**config.mk**
```make
export PLATFORM = sky130hd
export DESIGN_NAME = rst_sequencer
export DESIGN_NICKNAME = d
export VERILOG_FILES = /design/src/verilog/soc_map_pkg.sv /design/src/verilog/rst_sequencer.sv
export SDC_FILE = /design/constraint.sdc
export NUM_CORES = 1
export LEC_CHECK = 0
export BUFFER_PORTS_ARGS = -buffer_cell sky130_fd_sc_hd__buf_2
export CORE_AREA = 2 2 39 41
export DETAILED_ROUTE_END_ITERATION = 8
export DIE_AREA = 0 0 41 43
export PLACE_DENSITY_LB_ADDON = 0.3
export SYNTH_ARGS = -nofsm -noshare
export SYNTH_HDL_FRONTEND = slang
export SYNTH_SLANG_ARGS = --single-unit
```
**constraint.sdc**
```tcl
create_clock -name clk120mhz -period 1.32 [get_ports clk120mhz]
set_input_delay 0.132 -clock clk120mhz [delete_from_list [all_inputs] [get_ports clk120mhz]]
set_output_delay 0.132 -clock clk120mhz [all_outputs]
set_load 0.1 [all_outputs]
```
**src/verilog/soc_map_pkg.sv**
```systemverilog
package soc_map_pkg;

	typedef logic [1:0] slot_t;

	// slave slots, the last one catches every unmapped address
	localparam slot_t SLOT_DEVTBL = 2'd0;
	localparam slot_t SLOT_RAM = 2'd1;
	localparam slot_t SLOT_INVALID = 2'd2;
	localparam int SLOT_COUNT = 3;

	// bases are word addresses, map sizes are in bytes
	localparam int unsigned DEVTBL_BASE = 'h000;
	localparam int unsigned DEVTBL_MAPSZ = 'h1000;
	localparam int unsigned RAM_BASE = 'h400;
	localparam int unsigned RAM_MAPSZ = 'h1000;
	localparam int unsigned INVALID_MAPSZ = 'h1000;

	// scratch ram holds 1024 words
	localparam int RAM_IDX_W = 10;

	// ids reported through the device table
	localparam logic [15:0] DEVID_DEVTBL = 16'd7;
	localparam logic [15:0] DEVID_RAM = 16'd1;
	localparam logic [15:0] DEVID_INVALID = 16'd0;

	// device table decodes 64 words, the last is the reset control register
	localparam int DEVTBL_IDX_W = 6;
	localparam int DEVTBL_CTRL_WORD = 63;

	// reset stretch counter width
	localparam int RST_CNTR_W = 4;

	// software reset request, bit 1 is rst1 and bit 0 is rst0
	typedef struct packed {
		logic rst1;
		logic rst0;
	} rst_req_t;

endpackage

```
**src/verilog/rst_sequencer.sv**
```systemverilog
`timescale 1ns/1ps

module rst_sequencer (
	input logic clk120mhz,
	input logic rst_p,
	input soc_map_pkg::rst_req_t rst_req_i,
	output logic core_rst_o
);
	import soc_map_pkg::*;

	logic warm_req;
	logic pwroff_req;
	logic [RST_CNTR_W-1:0] rst_cntr;
	logic pwroff_q;

	// cold reset has no separate path here and acts as warm
	assign warm_req = rst_req_i.rst1;
	assign pwroff_req = rst_req_i.rst0 && !rst_req_i.rst1;

	// reload while any reset source is active, then count down
	always_ff @(posedge clk120mhz) begin
		if (rst_p || warm_req) begin
			rst_cntr <= '1;
		end else if (rst_cntr != '0) begin
			rst_cntr <= rst_cntr - 1'b1;
		end
	end

	// power-off holds the core until an external reset
	always_ff @(posedge clk120mhz) begin
		if (rst_p) begin
			pwroff_q <= 1'b0;
		end else if (pwroff_req) begin
			pwroff_q <= 1'b1;
		end
	end

	assign core_rst_o = (rst_cntr != '0) || pwroff_q;

endmodule

```
## Word level (Yosys, flattened, before mapping)

Cells that the tools add are included.

| word-level totals | value |
|---|---|
| flip-flop bits (word level) | 5 |
| bits in latches | 0 |
| memory bits (writable) | 0 |
| ROM bits | 0 |
| bits of input ports | 4 |
| output and inout port bits | 1 |
| word-level logic and storage cells | 8 |
| memories | 0 |

| operators by class | value |
|---|---|
| add/sub/neg operators | 1 |
| multiply operators | 0 |
| divide/modulo/power cells | 0 |
| order comparisons | 0 |
| equal/unequal tests | 0 |
| shifts and indexed selects | 0 |
| mux-type cells | 0 |
| bitwise operators | 0 |
| reduce and logical (&&, ||, !) cells | 5 |

Operator list:

| operator | number |
|---|---|
| $reduce_bool A4 Y1 | 1 |
| $sub A4 B1 Y4 const B | 1 |
| $logic_or A1 B1 Y1 | 2 |
| $logic_and A1 B1 Y1 | 1 |
| $logic_not A1 Y1 | 1 |

## Depth between registers and ports, before layout

| depth | value |
|---|---|
| word-level depth | 2 |
| gate-level depth with buffers | 4 |
| depth with buffers taken out | 4 |

## Worst setup path before layout

Ideal clock, no wire load.

| timing | value |
|---|---|
| path kind | reg2out |
| start | reg rst_cntr[0] |
| end | out core_rst_o |
| data arrival time | 1.564 ns |
| required time | 1.188 ns |
| path slack | -0.376 ns |
| cell stages (with the launch flop) | 5 |
| path buffers | 0 |
| path through | dfxtp_1 > inv_1 > ha_1 > nor3b_1 > nand2_1 |

| between the ends | value |
|---|---|
| longest elaborated chain between the ends | 2 |

Ends and longest elaborated chain:

| element | line | RTL |
|---|---|---|
| start, declared | rst_sequencer.sv:13 | `logic [RST_CNTR_W-1:0] rst_cntr;` |
| start signal, assigned | rst_sequencer.sv:25 | `rst_cntr <= rst_cntr - 1'b1;` |
| $reduce_bool A4 Y1 | rst_sequencer.sv:38 | `assign core_rst_o = (rst_cntr != '0) \|\| pwroff_q;` |
| $logic_or A1 B1 Y1 | rst_sequencer.sv:38 |  |
| end, declared | rst_sequencer.sv:7 | `output logic core_rst_o` |

Every way passes these cells.

## Worst setup path after layout

| timing | value |
|---|---|
| start | reg rst_cntr[1] |
| end | out core_rst_o |

The elaborated chain is that of the path after synthesis.

==> impl_results.md <==
- Final max-slew violation count: 0
- Final hold vios: 0
- Full die area: 1760 um2
- Internal power: 289 uW
- Worst hold path depth: 2
- Clk pwr share: 0.486
- Crit-path max cell delay: 310 ps
- 1st-iter DRT viols: 2
- Worst setup EP type: primary output
- Worst reg2reg endpoint: rst_cntr[3]$_SDFFE_PP1P_
- TritonCTS buffer count: 3
- Synth-to-Final Area Change: 59.5%
- Worst Setup Start Kind: flip-flop
- Hold_buf cts: 0
- Htree depth: 1
- Violated checks: setup timing
- Final setup violation count: 1
- Cell Area, Synth: 256 um2
- Gr ovfl total: 0
- IO Port Bufs: 4
- Worst-Skew Late Latency: 240 ps
- FF-to-FF Start: rst_cntr[0]$_SDFFE_PP1P_
- CTS root buf: clkbuf_4
- Mean post-synth cell area: 9.16 um2
- Cells along the critical path: inv_2 > ha_4 > nor3b_4 > nand2_4 > buf_12
- Slew headroom: 0.851
- Final Non-Filler Cells: 57
- Post-Place Cells: 50
- N_diodes: 0
- Core ar.: 1380 um2
- GR Util All Layers: 0.0894
- Crit-path max FO: 2
- Status: finished with violations
- Yosys warns: 0
- Hold wc startpoint: rst_p
- Max-Cap Viols: 0
- Vias in the first global route: 220
- Post-synthesis net count: 34
- Drc violations: 0
- Max Clock Skew: 2.79 ps
- Fraction of layout cells with a size suffix above 1: 0.463
- Final #Nets: 48
- Die H: 43 um
- Reg power frac: 0.422
- Slowest stage cell, crit path: dfxtp_2
- Global-route wire length before repair: 1000 um
- Hold endpoint: pwroff_q$_SDFFE_PP0P_
- Cell Rows: 14
- Hold Path Class: input pin to flip-flop
- RSZ-0062 raised after global routing: true
- Sink Count: 5
- CTS tree: built
- PnR worst setup slack: -52.7 ps
- Die width: 41 um
- Average wire per standard cell: 9.93 um
- Cells on worst reg2reg path: 5
- DRT Pass-1 Iters: 2
- Crit Path Class: flip-flop to primary output
- DRT antenna net count: 0
- P_sw: 89.3 uW
- Clk buf depth: 2
- Worst IR Drop VDD: 0.258 mV
- Vias: 243
- Final Wtd Congestion: 0.676
- Hpwl dp: 356 um
- Switch share: 0.236
- Starting density of the core: 0.185
- Total power density per cell area: 923 nW/um2
- # IOs: 5
- Final cycle utilization of the critical path: 1.04
- Tmin final: 1370 ps
- Hold Slack: 122 ps
- Worst Tran Pin Value: 223 ps
- Pwr Total: 378 uW
- Peak Freq: 0.728 GHz
- Post-synthesis register bit count: 5
- Vias per Instance: 4.26
- Initial antenna violation count: 0
- Leak pwr: 0.000184 uW
- Synth cell types: 14
- Seq/Total Area, Yosys: 0.390
- Data arrival time of the critical path: 1240 ps
- Final WL: 566 um
- Slack of the worst reg-to-reg path: 30 ps
- Setup tns final: -52.7 ps
- Syn Inst Count: 28
- Logic pwr share: 0.092
- Reg clk slew, reported paths: 50 ps
- WP data required: 1190 ps
- Largest net degree at the start of global routing: 7
- Fillers: 141
-- cell usage in the layout, fill, tap and decap left out, drive strengths merged --
master | netlist | layout
a21oi | 1 | 1
buf | 0 | 9
clkbuf | 0 | 4
dfxtp | 5 | 5
ha | 2 | 2
inv | 3 | 3
mux2i | 2 | 2
nand2 | 1 | 1
nand2b | 3 | 3
nor2 | 1 | 1
nor2b | 1 | 1
nor3 | 2 | 2
nor3b | 3 | 3
o211ai | 2 | 2
o31ai | 1 | 1
or4 | 1 | 1
-- routing by layer --
layer  track usage  up-vias  part of all wire
met1         0.106      113              0.44
met5             0        -                 0
li1              -      125                 -
met4        0.0800        0                 0
met2         0.116        5              0.51
met3        0.0366        0             0.051
-- power groups by stage --
| stage | clock, uW | sequential, uW | combinational [uW] |
|---|---|---|---|
| 2_1_floorplan | 0 | 162 | 13.2 |
| 3_3_place_gp | 0 | 161 | 29.1 |
| 3_5_place_dp | 0 | 161 | 28.9 |
| 4_1_cts | 194 | 159 | 31.7 |
| 5_1_grt | 210 | 160 | 38.7 |
| 6_report | 184 | 159 | 34.6 |
-- synthesized netlist by cell type --
| cell | n | area (um2) |
|---|---|---|
| dfxtp_1 | 5 | 100 |
| inv_1 | 3 | 11.3 |
| nand2b_1 | 3 | 18.8 |
| nor3b_1 | 3 | 22.5 |
| ha_1 | 2 | 25.0 |
| mux2i_1 | 2 | 20.0 |
| nor3_1 | 2 | 10.0 |
| o211ai_1 | 2 | 15.0 |
| a21oi_1 | 1 | 5.00 |
| nand2_1 | 1 | 3.75 |
| nor2_1 | 1 | 3.75 |
| nor2b_1 | 1 | 6.26 |
| o31ai_1 | 1 | 7.51 |
| or4_1 | 1 | 7.51 |
-- sequential cells by signal, summed over array words and instances, names as in the netlist --
| name | cells |
|---|---|
| pwroff_q | 1 |
| rst_cntr | 4 |
-- worst max-delay path: cells and delay by family, from the launching register on --
| kind | cells | cell delay [ps] |
|---|---|---|
| flops | 1 | 310 |
| buf+inv | 2 | 240 |
| simple gates | 2 | 310 |
| fa+ha+maj | 1 | 130 |
-- metrics by stage --
| stage | utilization | area (um2) | setup WS, ps |
|---|---|---|---|
| finish | 0.296 | 409 | -52.7 |
| global route | 0.296 | 409 | -121 |
| CTS | 0.288 | 399 | -56.6 |
| detailed placement | 0.245 | 339 | 36.2 |
| global placement | 0.245 | 339 | 16.4 |
| floorplan | - | 269 | 69.9 |
-- what timing repair did --
| item | CTS | global route |
|---|---|---|
| buffers inserted | 2 | 1 |
| gates cloned | 0 | 0 |
| endpoints found under the setup margin | 1 | 2 |
| pin swaps | 2 | 0 |
| gates resized for setup | 5 | 2 |
-- worst max path at each step --
stage	start	endpoint	slack [ps]	cells after the start
2_1_floorplan	rst_cntr[0]$_SDFFE_PP1P_	core_rst_o	70	4
3_3_place_gp	rst_cntr[0]$_SDFFE_PP1P_	core_rst_o	20	5
3_5_place_dp	rst_cntr[0]$_SDFFE_PP1P_	core_rst_o	40	5
4_1_cts	rst_cntr[1]$_SDFFE_PP1P_	core_rst_o	-60	5
5_1_grt	rst_cntr[1]$_SDFFE_PP1P_	core_rst_o	-120	5
6_report	rst_cntr[1]$_SDFFE_PP1P_	core_rst_o	-50	5
-- cell type report --
type	instances	area, um2	share of cell area
multi-input combinational	20	176	0.431
tap	16	20.0	0.0489
sequential	5	103	0.251
inverter	3	11.3	0.0275
timing repair buffer	9	72.6	0.177
clock buffer	4	26.3	0.0642
-- cells by family after synthesis --
| family | after synthesis | share of synthesized area |
|---|---|---|
| and+or+nand+nor | 12 | 0.283 |
| muxes | 2 | 0.0781 |
| AOI/OAI and AO/OA | 4 | 0.107 |
| buffers and inverters | 3 | 0.0439 |
| DFF | 5 | 0.390 |
| adders and majority gates | 2 | 0.0975 |
Power figures use the tool's default switching activity.
