`src/verilog/pi1_pkg.sv`:
```
package pi1_pkg;

	// bus geometry
	localparam int ARCH_W = 32;
	localparam int SEL_W = ARCH_W / 8;
	localparam int ADDR_W = 30;

	typedef enum logic [1:0] {
		PI1_NOP = 2'b00,
		PI1_WR = 2'b01,
		PI1_RD = 2'b10,
		// write new data, return the old word
		PI1_RDWR = 2'b11
	} pi1_op_t;

	// master to slave
	typedef struct packed {
		pi1_op_t op;
		logic [ADDR_W-1:0] addr;
		logic [ARCH_W-1:0] data;
		logic [SEL_W-1:0] sel;
	} pi1_req_t;

	// slave to master
	typedef struct packed {
		logic [ARCH_W-1:0] data;
		logic rdy;
	} pi1_rsp_t;

endpackage

```
`src/verilog/soc_map_pkg.sv`:
```
package soc_map_pkg;

	typedef logic [1:0] slot_t;

	// slave slots, the last one catches every unmapped address
	localparam slot_t SLOT_DEVTBL = 2'd0;
	localparam slot_t SLOT_RAM = 2'd1;
	localparam slot_t SLOT_INVALID = 2'd2;
	localparam int SLOT_COUNT = 3;

	// bases are word addresses, map sizes are in bytes
	localparam int unsigned DEVTBL_BASE = 'h000;
	localparam int unsigned DEVTBL_MAPSZ = 'h1000;
	localparam int unsigned RAM_BASE = 'h400;
	localparam int unsigned RAM_MAPSZ = 'h1000;
	localparam int unsigned INVALID_MAPSZ = 'h1000;

	// scratch ram holds 1024 words
	localparam int RAM_IDX_W = 10;

	// ids reported through the device table
	localparam logic [15:0] DEVID_DEVTBL = 16'd7;
	localparam logic [15:0] DEVID_RAM = 16'd1;
	localparam logic [15:0] DEVID_INVALID = 16'd0;

	// device table decodes 64 words, the last is the reset control register
	localparam int DEVTBL_IDX_W = 6;
	localparam int DEVTBL_CTRL_WORD = 63;

	// reset stretch counter width
	localparam int RST_CNTR_W = 4;

	// software reset request, bit 1 is rst1 and bit 0 is rst0
	typedef struct packed {
		logic rst1;
		logic rst0;
	} rst_req_t;

endpackage

```
`src/verilog/dev_table.sv`:
```
`timescale 1ns/1ps

module dev_table (
	input logic clk120mhz,
	input logic rst_p,
	input pi1_pkg::pi1_req_t req_i,
	output pi1_pkg::pi1_rsp_t rsp_o,
	output soc_map_pkg::rst_req_t rst_req_o
);
	import pi1_pkg::*;
	import soc_map_pkg::*;

	logic [DEVTBL_IDX_W-1:0] word;
	logic [DEVTBL_IDX_W-2:0] entry;
	logic in_tbl;
	logic is_ctrl;
	logic [15:0] dev_id;
	logic [ARCH_W-1:0] mapsz;
	logic [ARCH_W-1:0] rd_data;
	rst_req_t ctrl_q;

	assign word = req_i.addr[DEVTBL_IDX_W-1:0];
	// two words per slot, id first then map size
	assign entry = word[DEVTBL_IDX_W-1:1];
	// offsets past the decoded 64 words read as zero
	assign in_tbl = (req_i.addr >> DEVTBL_IDX_W) == '0;
	assign is_ctrl = in_tbl && (word == DEVTBL_IDX_W'(DEVTBL_CTRL_WORD));

	always_comb begin
		dev_id = DEVID_INVALID;
		mapsz = INVALID_MAPSZ;
		case (entry)
			SLOT_DEVTBL: begin
				dev_id = DEVID_DEVTBL;
				mapsz = DEVTBL_MAPSZ;
			end
			SLOT_RAM: begin
				dev_id = DEVID_RAM;
				mapsz = RAM_MAPSZ;
			end
			default: begin
				dev_id = DEVID_INVALID;
				mapsz = INVALID_MAPSZ;
			end
		endcase
	end

	always_comb begin
		rd_data = '0;
		if (is_ctrl) begin
			rd_data = {{(ARCH_W - $bits(rst_req_t)){1'b0}}, ctrl_q};
		end else if (in_tbl && entry < SLOT_COUNT) begin
			rd_data = word[0] ? mapsz : {{(ARCH_W - 16){1'b0}}, dev_id};
		end
	end

	// table answers in the same cycle
	assign rsp_o.data = rd_data;
	assign rsp_o.rdy = (req_i.op != PI1_NOP);

	// cleared by core reset, so a warm request drops once the sequencer holds reset
	always_ff @(posedge clk120mhz) begin
		if (rst_p) begin
			ctrl_q <= '0;
		end else if ((req_i.op == PI1_WR || req_i.op == PI1_RDWR) && is_ctrl
				&& req_i.sel[0]) begin
			ctrl_q <= rst_req_t'(req_i.data[1:0]);
		end
	end

	assign rst_req_o = ctrl_q;

endmodule

```
`config.mk`:
```
export PLATFORM = sky130hd
export DESIGN_NAME = dev_table
export DESIGN_NICKNAME = d
export VERILOG_FILES = /design/src/verilog/pi1_pkg.sv /design/src/verilog/soc_map_pkg.sv /design/src/verilog/dev_table.sv
export SDC_FILE = /design/constraint.sdc
export NUM_CORES = 1
export LEC_CHECK = 0
export BUFFER_PORTS_ARGS = -buffer_cell sky130_fd_sc_hd__buf_2
export CAP_MARGIN = 5
export CORE_MARGIN = 8
export CORE_UTILIZATION = 22
export CTS_CLUSTER_DIAMETER = 40
export CTS_CLUSTER_SIZE = 30
export DETAILED_ROUTE_END_ITERATION = 8
export GPL_TIMING_DRIVEN = 0
export PLACE_DENSITY_LB_ADDON = 0.08
export SYNTH_ARGS = -nofsm -noshare
export SYNTH_HDL_FRONTEND = slang
export SYNTH_SLANG_ARGS = --single-unit
```
`constraint.sdc`:
```
create_clock -name clk120mhz -period 2.1 [get_ports clk120mhz]
set_input_delay 0.42 -clock clk120mhz [delete_from_list [all_inputs] [get_ports clk120mhz]]
set_output_delay 0.42 -clock clk120mhz [all_outputs]
set_load 0.03 [all_outputs]
```
# Yosys cells after proc, flatten, opt, wreduce, memory -nomap -nowiden
# Index checks and enable logic that the tools add are counted.
[totals]
n_memories = 0
latch_bits = 0
rom_bits = 0
word_cells = 19
ramBits = 0
register_bits = 2
input_bits = 70
[classes]
multipliers = 0
n_div = 0
bitwise = 0
reduce_logical = 8
shifts = 0
add_sub_neg = 0
n_lt_le_gt_ge = 1
n_eq_ne = 4
n_mux = 4
[op_table]
columns = ["operator", "count"]
rows = [
  ["16-bit 2-to-1 mux", 3],
  ["30-bit logical NOT", 1],
  ["6-bit equality test (second input constant)", 1],
  ["3-bit case mux with 2 select lines", 1],
  ["5-bit by 1-bit equality test with 1-bit output (second input constant)", 1],
  ["5-bit logical NOT", 1],
  ["5-bit by 2-bit < comparator with 1-bit output (second input constant)", 1],
  ["1-bit logical AND", 4],
  ["2-bit by 1-bit equality test with 1-bit output (second input constant)", 1],
  ["2-bit equality test (second input constant)", 1],
  ["2-bit nonzero test", 1],
  ["1-bit logical OR", 1],
]

# Depth between registers and ports, before layout
[logic_depth]
ltp_word = 5
ltp_mapped = 4

# Worst setup path after synthesis
# No wires, ideal clock.
[synth_timing]
kind = "input to output"
start = "input port req_i[54] (netlist bit)"
end = "output port rsp_o[13] (netlist bit)"
slack_ps = -120
arrival_ps = 1800
path_stages = 4
cell_sequence = "nor4_1 -> and4_1 -> nand2_1 -> nor3_1"
[synth_rtl]
columns = ["item", "line_no", "text"]
rows = [
  ["start: declaration", "dev_table.sv:6", "input pi1_pkg::pi1_req_t req_i,"],
  ["end: declaration", "dev_table.sv:7", "output pi1_pkg::pi1_rsp_t rsp_o,"],
]

==> impl_metrics.py <==
metrics = {
    "worst_setup_path": {
        "cp_num_cells": 6,
        "cp.arrival_ps": 1740,
        "critPathBufInv": 2,
        "crit_end": "rsp_o[2]",
        "cp-end-kind": "primary output",
        "startpoint": "req_i[41]",
        "cp_max_fo": 2,
        "rr_worst_depth": 2,
        "cp-start-kind": "input pin",
        "crit_family": "simple AND/OR/NAND/NOR gates",
        "cp_cell_sequence": "buf_6 > or3_4 > or3_1 > or2_1 > a21oi_2 > buf_6",
        "timing.rr.end": "rst_req_o[0]$_SDFFE_PP0P_",
        "slowest_stage": "or3_4",
        "critPathRequiredTime_ps": 1680,
        "crit_type": "input pin to primary output",
        "rrSetupSlack_ps": 1480,
        "r2r_start": "rst_req_o[0]$_SDFFE_PP0P_",
        "path_common_cell": "buf_6",
        "slowest_delay_ps": 370,
    },
    "global_route": {
        "grt-ovfl-total": 0,
        "grt_max_degree": 5,
        "grt_pass1_wl_mm": 2.42,
        "grt_use_total_pct": 8.39,
        "antenna_found_initial": 0,
        "first_global_vias": 618,
    },
    "power": {
        "peakVddDrop_mv": 0.196,
        "power_density_nw_per_um2": 314,
        "power_uw": 294,
        "p_leak_uw": 0.000519,
    },
    "run_status": {
        "violations": "negative setup slack",
        "status": "finished, violations left",
    },
    "detailed_routing": {
        "wl_per_cell_um": 10.8,
        "drtAntennaViolNets": 0,
        "firstDrtPassIters": 4,
        "num_vias": 668,
        "drt_iter0_drc": 10,
        "vias_per_cell": 3.93,
        "drc": 0,
        "routed_wl_mm": 1.84,
    },
    "timing": {
        "finalCritPeriodShare_pct": 103,
        "fin_ws_ps": -63.3,
        "setup_viol": 2,
        "skew_ps": 0,
        "final-hold-violation-count": 0,
        "drv_slew": 0,
        "fmax_mhz": 462,
        "layout_min_cycle_time_ps": 2160,
        "rsz0062_at_grt": "yes",
    },
    "clock_tree": {
        "hold_buffers": 0,
        "cts_sinks": 2,
        "cts_tree": "built",
        "clk_pin_slew_ps": 30,
        "clk_path_buf_depth": 2,
        "numCtsBuffers": 3,
        "htree_levels": 1,
        "cts_root_buffer": "clkbuf_4",
        "clk_latency_ps": 220,
    },
    "min_path": {
        "hold_class": "input pin to register",
    },
    "placement": {
        "gp_congestion": 0.758,
        "portBuffers": 43,
        "hpwl_mm": 1.60,
    },
    "floorplan": {
        "core_area_sq_um": 1960,
        "die_h_um": 61.6,
        "dieArea_sq_um": 3790,
        "num_rows": 16,
        "pin_count": 105,
        "start_util_pct": 23.3,
        "die_w_um": 61.6,
    },
    "synthesis": {
        "syn-instance-count": 66,
        "synth_cell_types": 17,
        "ys_warn_count": 0,
        "postSynthAreaPerCell_sq_um": 6.92,
        "synth_area_sq_um": 457,
        "synth.ff_latch_count": 2,
        "ys_seq_area_share_pct": 8.77,
    },
    "finish": {
        "largest_reg_flops": 2,
        "fill_cells": 198,
        "antenna_cells": 0,
        "postLayoutCoreUtil_pct": 47.7,
        "final_nets": 215,
        "drive_above_1_share_pct": 62.9,
        "area_growth_pct": 105,
    },
    "flow_run": {
        "maxCapViolations": 0,
    },
}
## worst register-to-register path: stages, from the launching register on
cell and delay (ps):
dfxtp_1 330, o21ai_0 100, a21oi_1 120
## cell usage in the layout (no fill, tap or decap), types with 2 or more instances in the layout
cell type / instances
o21ai_0: 2
buf_6: 4
dfxtp_1: 2
nand2_1: 5
clkbuf_4: 3
buf_4: 33
conb_1: 28
and4_1: 2
a21oi_1: 3
nor4_1: 2
buf_2: 38
nor4_2: 3
nand4_1: 5
## repair_timing
action                                  4_1_cts  5_1_grt
endpoints found under the setup margin        4        4
pin swaps                                     1        1
cloned                                        0        0
gates resized for setup                      10        4
setup buffers                                 2        2
## how the worst min path moves through the flow
stage,end,slack (ps),from,cells past startpoint
after floorplan,rst_req_o[0]$_SDFFE_PP0P_,490,rst_p,1
after global placement,rst_req_o[1]$_SDFFE_PP0P_,480,rst_req_o[1]$_SDFFE_PP0P_,2
after detailed placement,rst_req_o[1]$_SDFFE_PP0P_,480,rst_req_o[1]$_SDFFE_PP0P_,2
after CTS,rst_req_o[1]$_SDFFE_PP0P_,360,rst_p,2
after global routing,rst_req_o[0]$_SDFFE_PP0P_,380,rst_p,2
final,rst_req_o[1]$_SDFFE_PP0P_,370,rst_p,2
## power by group
| group | total (uW) | internal (uW) | switching, uW | leakage, uW |
|---|---|---|---|---|
| logic | 169 | 71.0 | 98.3 | 0.000489 |
| clock network | 86.4 | 63.2 | 23.2 | 0.0000138 |
| registers | 38.3 | 38.3 | 0.00000000987 | 0.0000161 |
## layer usage
metal  vias to the layer above  wire length (um)  track usage (%)
met4                         0                15             2.92
met1                       275               639             9.00
met5                         -                 0                0
met2                        56               868             14.0
met3                         2               320             3.97
li1                        335                 -                -
## layout make-up
type                            count  area (sq um)  area share (%)
Buffer                             28           210            22.5
Sequential cell                     2          40.0            4.28
Clock buffer                        3          22.5            2.41
Tap cell                           27          33.8            3.61
Multi-Input combinational cell     63           357            38.1
Timing Repair Buffer               47           273            29.1
## synthesized netlist by cell type (all sizes together)
cell type	instances	area, sq um
buf	28	210
nand2	6	22.5
nor4	6	37.5
nand4	5	31.3
a21oi	4	23.8
and4	3	27.5
dfxtp	2	40.0
nor2	2	7.51
nor3	2	10.0
o21ai	2	10.0
or2	2	12.5
or3	2	12.5
and2	1	7.51
conb	1	3.75
## through the flow
step	cell area (sq um)	hold WS [ps]	cells	TNS, ps	worst slack (ps)
final	936	367	170	-106	-63.3
after global routing	936	383	170	-193	-112
after CTS	897	363	168	-125	-72.8
after detailed placement	815	480	163	-303	-155
after global placement	815	484	163	-268	-144
after floorplan	566	489	93	-27.3	-27.3
## logic make-up after synthesis
group                  Yosys count  share of synthesized area [%]
DFF                              2                           8.77
AOI/OAI and AO/OA                6                           7.40
and+or+nand+nor                 29                           37.0
buffers and inverters           28                           46.0
other                            1                          0.821
No activity file was read; power rests on OpenSTA's default activity.
