$ cat src/verilog/pi1_pkg.sv
package pi1_pkg;

	// bus geometry
	localparam int ARCH_W = 32;
	localparam int SEL_W = ARCH_W / 8;
	localparam int ADDR_W = 30;

	typedef enum logic [1:0] {
		PI1_NOP = 2'b00,
		PI1_WR = 2'b01,
		PI1_RD = 2'b10,
		// write new data, return the old word
		PI1_RDWR = 2'b11
	} pi1_op_t;

	// master to slave
	typedef struct packed {
		pi1_op_t op;
		logic [ADDR_W-1:0] addr;
		logic [ARCH_W-1:0] data;
		logic [SEL_W-1:0] sel;
	} pi1_req_t;

	// slave to master
	typedef struct packed {
		logic [ARCH_W-1:0] data;
		logic rdy;
	} pi1_rsp_t;

endpackage

$ cat src/verilog/soc_map_pkg.sv
package soc_map_pkg;

	typedef logic [1:0] slot_t;

	// slave slots, the last one catches every unmapped address
	localparam slot_t SLOT_DEVTBL = 2'd0;
	localparam slot_t SLOT_RAM = 2'd1;
	localparam slot_t SLOT_INVALID = 2'd2;
	localparam int SLOT_COUNT = 3;

	// bases are word addresses, map sizes are in bytes
	localparam int unsigned DEVTBL_BASE = 'h000;
	localparam int unsigned DEVTBL_MAPSZ = 'h1000;
	localparam int unsigned RAM_BASE = 'h400;
	localparam int unsigned RAM_MAPSZ = 'h1000;
	localparam int unsigned INVALID_MAPSZ = 'h1000;

	// scratch ram holds 1024 words
	localparam int RAM_IDX_W = 10;

	// ids reported through the device table
	localparam logic [15:0] DEVID_DEVTBL = 16'd7;
	localparam logic [15:0] DEVID_RAM = 16'd1;
	localparam logic [15:0] DEVID_INVALID = 16'd0;

	// device table decodes 64 words, the last is the reset control register
	localparam int DEVTBL_IDX_W = 6;
	localparam int DEVTBL_CTRL_WORD = 63;

	// reset stretch counter width
	localparam int RST_CNTR_W = 4;

	// software reset request, bit 1 is rst1 and bit 0 is rst0
	typedef struct packed {
		logic rst1;
		logic rst0;
	} rst_req_t;

endpackage

$ cat src/verilog/pi1_router.sv
`timescale 1ns/1ps

module pi1_router (
	input logic clk120mhz,
	input logic rst_p,
	input pi1_pkg::pi1_req_t req_i,
	output pi1_pkg::pi1_rsp_t rsp_o,
	output pi1_pkg::pi1_req_t devtbl_req_o,
	input pi1_pkg::pi1_rsp_t devtbl_rsp_i,
	output pi1_pkg::pi1_req_t ram_req_o,
	input pi1_pkg::pi1_rsp_t ram_rsp_i
);
	import pi1_pkg::*;
	import soc_map_pkg::*;

	slot_t dec_slot;
	slot_t sel_slot;
	logic ram_pend_q;

	// true when a word address falls inside a window given in bytes
	function automatic logic in_window(logic [ADDR_W-1:0] addr, int unsigned base,
			int unsigned mapsz);
		return (addr >= base) && (addr < base + mapsz / SEL_W);
	endfunction

	always_comb begin
		if (in_window(req_i.addr, DEVTBL_BASE, DEVTBL_MAPSZ)) begin
			dec_slot = SLOT_DEVTBL;
		end else if (in_window(req_i.addr, RAM_BASE, RAM_MAPSZ)) begin
			dec_slot = SLOT_RAM;
		end else begin
			dec_slot = SLOT_INVALID;
		end
	end

	// keep the ram selected until it has answered
	assign sel_slot = ram_pend_q ? SLOT_RAM : dec_slot;

	always_ff @(posedge clk120mhz) begin
		if (rst_p) begin
			ram_pend_q <= 1'b0;
		end else if (ram_rsp_i.rdy) begin
			ram_pend_q <= 1'b0;
		end else if (sel_slot == SLOT_RAM && req_i.op != PI1_NOP) begin
			ram_pend_q <= 1'b1;
		end
	end

	always_comb begin
		devtbl_req_o = req_i;
		ram_req_o = req_i;
		devtbl_req_o.op = PI1_NOP;
		ram_req_o.op = PI1_NOP;
		// slaves see offsets within their own window
		devtbl_req_o.addr = req_i.addr - ADDR_W'(DEVTBL_BASE);
		ram_req_o.addr = req_i.addr - ADDR_W'(RAM_BASE);
		case (sel_slot)
			SLOT_DEVTBL: begin
				devtbl_req_o.op = req_i.op;
				rsp_o = devtbl_rsp_i;
			end
			SLOT_RAM: begin
				ram_req_o.op = req_i.op;
				rsp_o = ram_rsp_i;
			end
			default: begin
				// invalid device, reads zero and drops writes
				rsp_o.data = '0;
				rsp_o.rdy = (req_i.op != PI1_NOP);
			end
		endcase
	end

endmodule

$ cat config.mk
export PLATFORM = sky130hd
export DESIGN_NAME = pi1_router
export DESIGN_NICKNAME = d
export VERILOG_FILES = /design/src/verilog/pi1_pkg.sv /design/src/verilog/soc_map_pkg.sv /design/src/verilog/pi1_router.sv
export SDC_FILE = /design/constraint.sdc
export NUM_CORES = 1
export LEC_CHECK = 0
export ABC_AREA = 1
export BUFFER_PORTS_ARGS = -buffer_cell sky130_fd_sc_hd__clkbuf_2
export CORE_AREA = 2 2 120 122
export DETAILED_ROUTE_END_ITERATION = 10
export DIE_AREA = 0 0 122 124
export GPL_ROUTABILITY_DRIVEN = 0
export GPL_TIMING_DRIVEN = 1
export PLACE_DENSITY_LB_ADDON = 0.3
export REMOVE_ABC_BUFFERS = 1
export SETUP_SLACK_MARGIN = 0.05
export SLEW_MARGIN = 20
export SYNTH_ARGS = -nofsm -noshare
export SYNTH_HDL_FRONTEND = slang
export SYNTH_SLANG_ARGS = --single-unit
$ cat constraint.sdc
create_clock -name clk120mhz -period 3.05 [get_ports clk120mhz]
set_input_delay 0.305 -clock clk120mhz [delete_from_list [all_inputs] [get_ports clk120mhz]]
set_output_delay 0.305 -clock clk120mhz [all_outputs]
set_load 0.01 [all_outputs]
# Word-level counts from Yosys, hierarchy flattened
# Index checks and enable logic that the tools add are counted.
dict set report word_totals {
  regBits 1
  out_inout_bits 169
  word_cells 17
}
dict set report op_classes {
  addsub 1
  magnitude_cmp 3
  n_eq_ne 1
  mux 6
  n_reduce_logical 5
}
# cell count
set op_table {}
lappend op_table {{$pmux W33 S2} 1}
lappend op_table {{$ge A30 B11 Y1 const B} 1}
lappend op_table {{$lt A30 B11 Y1 const B} 1}
lappend op_table {{$lt A30 B12 Y1 const B} 1}
lappend op_table {{$sub A30 B11 Y30 const B} 1}
lappend op_table {{$mux W2} 5}
lappend op_table {{$eq A2 B1 Y1 const B} 1}
lappend op_table {{$logic_and A1 B1 Y1} 2}
lappend op_table {{$logic_not A2 Y1} 1}
lappend op_table {{$reduce_bool A2 Y1} 1}
lappend op_table {{$reduce_or A2 Y1} 1}

# Logic depth before layout (Yosys ltp)
# Gate-level depths: netlist of run 1.
dict set report depth {
  ltp_word 7
  depth_mapped 9
}

# Least setup slack after synthesis of run 1
# OpenSTA, ideal clock, no wires.
dict set report synth_timing {
  path_kind {input to output}
  from {input req_i[46] in the netlist's numbering}
  to {output rsp_o[10] in the netlist's numbering}
  arrival_time_ns 1.433
  required_time_ns 2.745
  path_slack_ns 1.312
  path_stages 9
  path_buffers 1
  path_cell_list {inv_1 ha_1 nand2_2 nor2_4 nand3b_4 nor2_8 buf_6 nand2_1 nand2_1}
}
# item line
set synth_lines {}
lappend synth_lines {{start, declared} pi1_router.sv:6} ;# input pi1_pkg::pi1_req_t req_i,
lappend synth_lines {{end, declared} pi1_router.sv:7} ;# output pi1_pkg::pi1_rsp_t rsp_o,

==> impl_metrics.csv, run 1 <==
group,metric,value,unit
synthesis,ys_top_cells_by_count,"113 x nand2_1, 112 x buf_4, 29 x nor2_1",
setup_path,max_stage_delay,0.39,ns
grt,grt_start_max_net_pins,35,
grt,grt_usage,15.1,%
power_and_ir_drop,p_per_area,84.3,nW/um^2
min_path,hp-class,"in2reg",
synthesis,ys_ff_latch,1,
power_and_ir_drop,power_leakage,1.24,nW
sta,slew_headroom,68.4,%
sta,period_share,74.4,%
power_and_ir_drop,p_sw,0.0810,mW
power_and_ir_drop,seqPwrFrac,7.9,%
layout,register_area,20.0,um^2
setup_path,path_max_fanout,34,
sta,finClkSkew,0,ns
setup_path,path_class,"in2out",
clocking,clkLatencyLatePin,0,ns
sta,worst_pin_slew,0.474,ns
floorplan,top_level_ports,305,
synthesis,synthArstFlopShare,0,%
layout,largest_reg_flops,1,
setup_path,crit_slowest_cell,"nor2_8",
detailed_routing,wl_per_cell,22.8,um
grt,grt_overflow,0,
place,numPortBuffers,166,
layout,num-fill-cells,1645,
sta,finalHoldViolCount,0,
sta,layout_min_cycle_time,2.27,ns
layout,reg.largest.list,"ram_pend_q: 1 flops",
layout,multi_input_area,872,um^2
clocking,cts_resized,0,
clocking,cts_setup_buffers,0,
setup_path,r2r-start,"ram_pend_q",
floorplan,die_h,124,um
layout,nets,504,
status,status,"finished, final reports clean",
setup_path,startpoint_type,"input port",
synthesis,synthCells,316,
sta,rsz0062_at_grt,"no",
detailed_routing,drt_wl_total,12400,um
detailed_routing,num_vias,2076,
setup_path,cp_top_family,"simple AND/OR/NAND/NOR gates",
synthesis,seq_area_frac_synth,1.10,%
detailed_routing,drt-pass1-iter-count,4,
floorplan,row_count,43,
grt,grt_pass1_wl,15600,um
layout,area_growth,9.52,%
setup_path,end_kind,"output pin",
synthesis,yosys_warnings,0,
job,drv_cap,0,
sta,setup_viol,0,
sta,setup_tns,0,ns
synthesis,syn_area,1830,um^2
synthesis,synth.largest_area_cell,"buf_4",
setup_path,critPathBufInv,4,
min_path,min_from,"rst_p",
power_and_ir_drop,intPower,0.0877,mW
synthesis,synthTopCellsByArea,"buf_4 46%, nand2_1 23%, nor2_1 6.0%",
power_and_ir_drop,irDropWorstVdd,17.9,uV
synthesis,syn_area_per_cell,5.78,um^2
place,dp_hpwl,11000,um
power_and_ir_drop,power_frac_comb,92.1,%
synthesis,synth_most_common_cell,"nand2_1",
floorplan,core_area,13700,um^2
layout,top_register,"ram_pend_q",
layout,stdcell_area,2000,um^2
setup_path,startpoint,"req_i[46]",
detailed_routing,ant_nets,0,
layout,antenna_cells,0,
synthesis,yosys_most_used_dff,"dfxtp_1",
floorplan,dieArea,15100,um^2
floorplan,die_x,122,um
floorplan,start_util,13.3,%
power_and_ir_drop,p_sw_share,48.0,%
synthesis,synth_edf_count,0,
place,dpl_cell_area,2000,um^2
synthesis,yosysTopAreaCellShare,46.0,%
detailed_routing,drcViolationCount,0,
grt,antenna_found_initial,0,
layout,drive_above_1_share,48.2,%
power_and_ir_drop,p_clk_share,0,%
sta,fmax,0.441,GHz
detailed_routing,via_per_inst,3.81,
sta,final_max_slew_viol_count,0,
detailed_routing,drtIter0Drc,109,
clocking,holdBufCountCts,0,
synthesis,synth_cell_types,20,
setup_path,cp_cell_sequence,"clkbuf_2 > inv_1 > ha_1 > nand2_2 > nor2_4 > nand3b_4 > nor2_8 > inv_1 > nor2_1 > clkbuf_2",
setup_path,crit_required,2.74,ns
grt,grt_pass1_vias,1809,
setup_path,crit_arrival,1.96,ns
clocking,clkTransAtPathRegs,0,ns
metrics by stage:
| stage | std cells | total power, mW | util [%] | hold WS, ns | setup WS [ns] |
|---|---|---|---|---|---|
| after floorplan | 198 | 0.0527 | - | 0.451 | 1.18 |
| after global placement | 545 | 0.169 | 14.6 | 0.574 | 0.771 |
| after detailed placement | 545 | 0.168 | 14.6 | 0.573 | 0.745 |
| after CTS | 545 | 0.169 | 14.6 | 0.577 | 0.740 |
| after global routing | 545 | 0.183 | 14.6 | 0.599 | 0.539 |
| final | 545 | 0.169 | 14.6 | 0.571 | 0.781 |
cell families (layout without fill, tap and decap cells):
family                   count (synthesis)  after routing  synth area share, %
AND/OR/NAND/NOR                        165            165                 38.0
buffers and inverters                  130            179                 51.2
XOR/XNOR                                18             18                 8.63
adder cells (fa/ha/maj)                  1              1                0.685
AO/OA/AOI/OAI                            1              1                0.411
flip-flops                               1              1                 1.10
per-layer routing:
layer	wire, um	global-route usage, %	up-vias
met5	226	11.8	-
met4	206	2.30	6
met3	2960	16.1	21
met2	5220	22.2	270
met1	3800	14.0	840
li1	-	-	939
final timing paths:
| path | slack (ns) | to | cells after the start |
|---|---|---|---|
| min reg2reg | 0.61 | ram_pend_q | 2 |
| max reg2reg | 1.96 | ram_pend_q | 4 |
| max | 0.78 | devtbl_req_o[66] | 10 |
| min | 0.57 | ram_pend_q | 3 |
layout by cell type (no fill, tap or decap), drive strengths merged, types with 2 or more instances in the layout:
| cell | n |
|---|---|
| clkbuf | 166 |
| nand4 | 2 |
| xor2 | 10 |
| inv | 12 |
| nor3 | 7 |
| or2 | 2 |
| nand2 | 115 |
| nor2 | 33 |
| xnor2 | 8 |
| nand3 | 5 |
worst min-delay path, cell delays in order:
cell	delay (ns)
clkbuf_2	0.08
o21bai_1	0.09
nor2_1	0.04
layout make-up:
| class | count | area share [%] |
|---|---|---|
| inverter | 12 | 2.25 |
| multi-input combinational | 185 | 43.6 |
| sequential | 1 | 1.00 |
| tap | 180 | 11.3 |
| timing repair buffer | 167 | 41.9 |
power groups by stage:
stage / sequential (mW) / clock (mW) / combinational, mW
4_1_cts: 0.0133 / 0 / 0.156
3_5_place_dp: 0.0133 / 0 / 0.155
3_3_place_gp: 0.0133 / 0 / 0.156
2_1_floorplan: 0.0133 / 0 / 0.0393
5_1_grt: 0.0133 / 0 / 0.170
6_report: 0.0133 / 0 / 0.155
Note: power is estimated with default switching activity, not from simulation.
==> run 2, diff against run 1 <==
==> constraint.sdc (replaced) <==
create_clock -name clk120mhz -period 2.2 [get_ports clk120mhz]
set_input_delay 0.22 -clock clk120mhz [delete_from_list [all_inputs] [get_ports clk120mhz]]
set_output_delay 0.22 -clock clk120mhz [all_outputs]
set_load 0.01 [all_outputs]
==> impl_metrics.csv, run 2 (synthesized netlist as in run 1, its figures left out) <==
group,metric,value,unit
floorplan,top_level_ports,305,
sta,setup_tns,0,ns
floorplan,core_area,13700,um^2
sta,period_share,88.6,%
sta,layout_min_cycle_time,1.95,ns
sta,final_max_slew_viol_count,0,
clocking,holdBufCountCts,0,
detailed_routing,num_vias,2109,
place,numPortBuffers,166,
grt,antenna_found_initial,1,
clocking,clkLatencyLatePin,0,ns
grt,grt_usage,15.0,%
layout,multi_input_area,872,um^2
sta,rsz0062_at_grt,"no",
floorplan,die_h,124,um
power_and_ir_drop,power.total,0.233,mW
detailed_routing,drcViolationCount,0,
setup_path,end_kind,"output pin",
setup_path,startpoint_type,"input port",
sta,finalHoldViolCount,0,
clocking,cts_resized,0,
detailed_routing,wl_per_cell,22.6,um
detailed_routing,drtIter0Drc,113,
detailed_routing,via_per_inst,3.86,
power_and_ir_drop,power_leakage,1.25,nW
floorplan,die_x,122,um
layout,register_area,20.0,um^2
grt,grt_pass1_vias,1816,
setup_path,crit_arrival,1.73,ns
layout,antenna_cells,0,
min_path,hp-class,"in2out",
detailed_routing,ant_nets,0,
grt,grt_start_max_net_pins,36,
power_and_ir_drop,p_per_area,115,nW/um^2
layout,stdcell_area,2030,um^2
layout,largest_reg_flops,1,
job,drv_cap,0,
layout,final_common_cell,"clkbuf_2",
setup_path,path_max_fanout,19,
status,status,"finished, final reports clean",
setup_path,path_class,"in2out",
floorplan,start_util,13.3,%
layout,reg.largest.list,"ram_pend_q: 1 flops",
power_and_ir_drop,irDropWorstVdd,29.0,uV
setup_path,crit_required,1.98,ns
layout,drive_above_1_share,48.5,%
layout,final_util,14.8,%
place,dpl_cell_area,2030,um^2
detailed_routing,drt-pass1-iter-count,4,
floorplan,dieArea,15100,um^2
floorplan,row_count,43,
sta,worst_pin_slew,0.282,ns
grt,grt_overflow,0,
detailed_routing,drt_wl_total,12400,um
sta,fmax,0.513,GHz
layout,num-fill-cells,1631,
layout,top_register,"ram_pend_q",
layout,layout_common_cells,"166 x clkbuf_2, 113 x nand2_1, 29 x nor2_1, 12 x inv_1, 10 x xor2_1",
layout,nets,506,
sta,setup_viol,0,
layout,area_growth,11.0,%
sta,holdWs,0.440,ns
sta,slew_headroom,81.0,%
clocking,cts_setup_buffers,0,
place,dp_hpwl,11000,um
grt,grt_pass1_wl,15600,um
sta,finClkSkew,0,ns
-- run 2: cell count changes in the layout (fill, tap and decap cells not counted) --
cell	previous run	this run
buf_12	0	1
buf_4	1	2
-- run 2: layout make-up --
type / count / area share (%)
inverters: 12 / 2.22
multi-input cells: 185 / 43.0
flip-flops and latches: 1 / 0.987
well taps: 180 / 11.1
repair buffers: 169 / 42.7
-- run 2: power breakdown --
part	internal (mW)	switching (mW)
combinational	0.103	0.112
clock	0	0
sequential	0.0185	0.0000000367
-- run 2: worst paths after layout --
check,startpoint,end,slack (ns),depth (start not counted)
worst max-delay path,req_i[46],rsp_o[28],0.25,11
worst min-delay path,req_i[0],devtbl_req_o[0],0.44,0
worst max register to register,ram_pend_q,ram_pend_q,1.16,5
worst min register to register,ram_pend_q,ram_pend_q,0.62,2
-- run 2: critical path, stage by stage --
cell	delay, ns
clkbuf_2	0.11
inv_1	0.10
ha_1	0.23
nand2_2	0.13
nor2_4	0.18
nand3b_4	0.12
nor2_8	0.12
buf_4	0.24
nand2_1	0.08
nand2_1	0.07
clkbuf_2	0.13
-- run 2: metal layers --
layer	vias to the layer above	part of all wire, %	GRT usage, %
li1	946	-	-
met2	290	40	21.7
met5	-	1.2	11.8
met4	8	3.7	3.38
met3	31	25	16.5
met1	834	30	13.6
-- run 2: per-stage QoR --
| step | std cells | setup WS, ns |
|---|---|---|
| global placement | 547 | 0.282 |
| finish | 547 | 0.250 |
| CTS | 547 | 0.240 |
| detailed placement | 547 | 0.246 |
| floorplan | 198 | 0.504 |
| global route | 547 | 0.110 |
==> run 3, diff against run 2 <==
--- a/config.mk
+++ b/config.mk
@@ -12,6 +12,7 @@
 export DIE_AREA = 0 0 122 124
 export GPL_ROUTABILITY_DRIVEN = 0
 export GPL_TIMING_DRIVEN = 1
+export MAX_ROUTING_LAYER = met4
 export PLACE_DENSITY_LB_ADDON = 0.3
 export REMOVE_ABC_BUFFERS = 1
 export SETUP_SLACK_MARGIN = 0.05
==> impl_metrics.csv, run 3 (synthesized netlist as in run 1, its figures left out) <==
group,metric,value,unit
floorplan,die_h,124,um
grt,grt_pass1_wl,15700,um
sta,setup_viol,0,
layout,area_growth,11.2,%
detailed_routing,wl_per_cell,22.7,um
setup_path,startpoint,"req_i[46]",
layout,top_register,"ram_pend_q",
sta,finClkSkew,0,ns
place,dp_cells,547,
clocking,holdBufCountCts,0,
floorplan,start_util,13.3,%
layout,nets,506,
clocking,clkLatencyLatePin,0,ns
detailed_routing,drt_wl_total,12500,um
setup_path,cp_cell_sequence,"clkbuf_2 > inv_1 > ha_1 > nand2_2 > nor2_4 > nand3b_4 > nor2_8 > buf_4 > nand2_1 > nand2_1 > clkbuf_2",
floorplan,row_count,43,
setup_path,path_class,"in2out",
job,drv_cap,0,
layout,drive_above_1_share,48.5,%
setup_path,crit_arrival,1.73,ns
setup_path,r2r-start,"ram_pend_q",
min_path,min_from,"req_i[0]",
setup_path,startpoint_type,"input port",
setup_path,cp_top_family,"simple AND/OR/NAND/NOR gates",
detailed_routing,drtIter0Drc,106,
setup_path,critPathBufInv,4,
place,dp_hpwl,11000,um
grt,grt_overflow,0,
grt,grt_usage,15.6,%
setup_path,end_kind,"output pin",
clocking,cts_setup_buffers,0,
setup_path,worst-path-stages,11,
sta,period_share,88.7,%
layout,layout_common_cells,"166 x clkbuf_2, 113 x nand2_1, 29 x nor2_1, 12 x inv_1, 10 x xor2_1",
detailed_routing,drcViolationCount,0,
detailed_routing,via_per_inst,3.79,
clocking,cts_resized,0,
detailed_routing,num_vias,2079,
grt,antenna_found_initial,1,
grt,grt_start_max_net_pins,36,
setup_path,crit_required,1.98,ns
min_path,holdPathStages,0,
layout,final_common_cell,"clkbuf_2",
min_path,hp-class,"in2out",
power_and_ir_drop,power.total,0.233,mW
floorplan,die_x,122,um
detailed_routing,drt-pass1-iter-count,4,
place,numPortBuffers,166,
sta,slew_headroom,82.2,%
sta,fmax,0.512,GHz
power_and_ir_drop,irDropWorstVdd,29.0,uV
setup_path,rr_worst_depth,5,
grt,grt_pass1_vias,1771,
layout,final_util,14.8,%
setup_path,r2r_slack,1.15,ns
layout,largest_reg_flops,1,
setup_path,rr_endpoint,"ram_pend_q",
floorplan,dieArea,15100,um^2
setup_path,crit_slowest_cell,"buf_4",
sta,setup_tns,0,ns
sta,worst_pin_slew,0.266,ns
layout,instances_no_fill,548,
sta,layout_min_cycle_time,1.95,ns
layout,reg.largest.list,"ram_pend_q: 1 flops",
power_and_ir_drop,p_per_area,115,nW/um^2
setup_path,crit_end,"rsp_o[28]",
sta,finalHoldViolCount,0,
sta,final_max_slew_viol_count,0,
setup_path,path_max_fanout,19,
detailed_routing,ant_nets,0,
floorplan,core_area,13700,um^2
floorplan,top_level_ports,305,
setup_path,max_stage_delay,0.24,ns
status,status,"finished, final reports clean",
power_and_ir_drop,power_leakage,1.25,nW
sta,rsz0062_at_grt,"no",
[run 3: cell types whose count changed in the layout (fill, tap and decap cells not counted)]
cell	previous run	this run
diode_2	0	1
[run 3: layout make-up]
cell class / count / area, um^2
multi-input combinational: 185 / 872
antenna: 1 / 2.50
tap: 180 / 225
fill: 1630 / 11700
timing repair buffer: 169 / 866
sequential: 1 / 20.0
inverter: 12 / 45.0
[run 3: stage by stage]
step | hold slack, ns | instance area [um^2] | setup WS, ns
3_5_place_dp | 0.440 | 2030 | 0.246
5_1_grt | 0.440 | 2030 | 0.110
6_report | 0.440 | 2030 | 0.248
2_1_floorplan | 0.366 | 937 | 0.504
3_3_place_gp | 0.440 | 2030 | 0.282
4_1_cts | 0.440 | 2030 | 0.240
[run 3: worst min-delay path by stage]
stage,end,slack (ns)
6_report,devtbl_req_o[0],0.44
5_1_grt,ram_req_o[37],0.44
4_1_cts,devtbl_req_o[0],0.44
3_5_place_dp,devtbl_req_o[0],0.44
3_3_place_gp,devtbl_req_o[0],0.44
2_1_floorplan,ram_pend_q,0.37
[run 3: worst register-to-register path: stages, from the launching register on]
cell and delay [ns]:
dfxtp_1 0.44, inv_1 0.11, nand2_2 0.10, buf_12 0.18, nand2_1 0.07, nor2_1 0.08
[run 3: metal layers]
metal  GRT usage, %  vias up  wire, um
met5              -        -         0
met4           2.87        0       288
met3           17.1       13      3010
met2           22.2      259      5210
met1           14.3      861      3950
li1               -      946         -
[run 3: power by group]
part | internal (mW) | leakage [nW] | switching [mW]
clock | 0.00000122 | 0.00000634 | 0
sequential | 0.0185 | 0.00805 | 0.0000000367
combinational | 0.103 | 1.24 | 0.112
total | 0.121 | 1.25 | 0.112
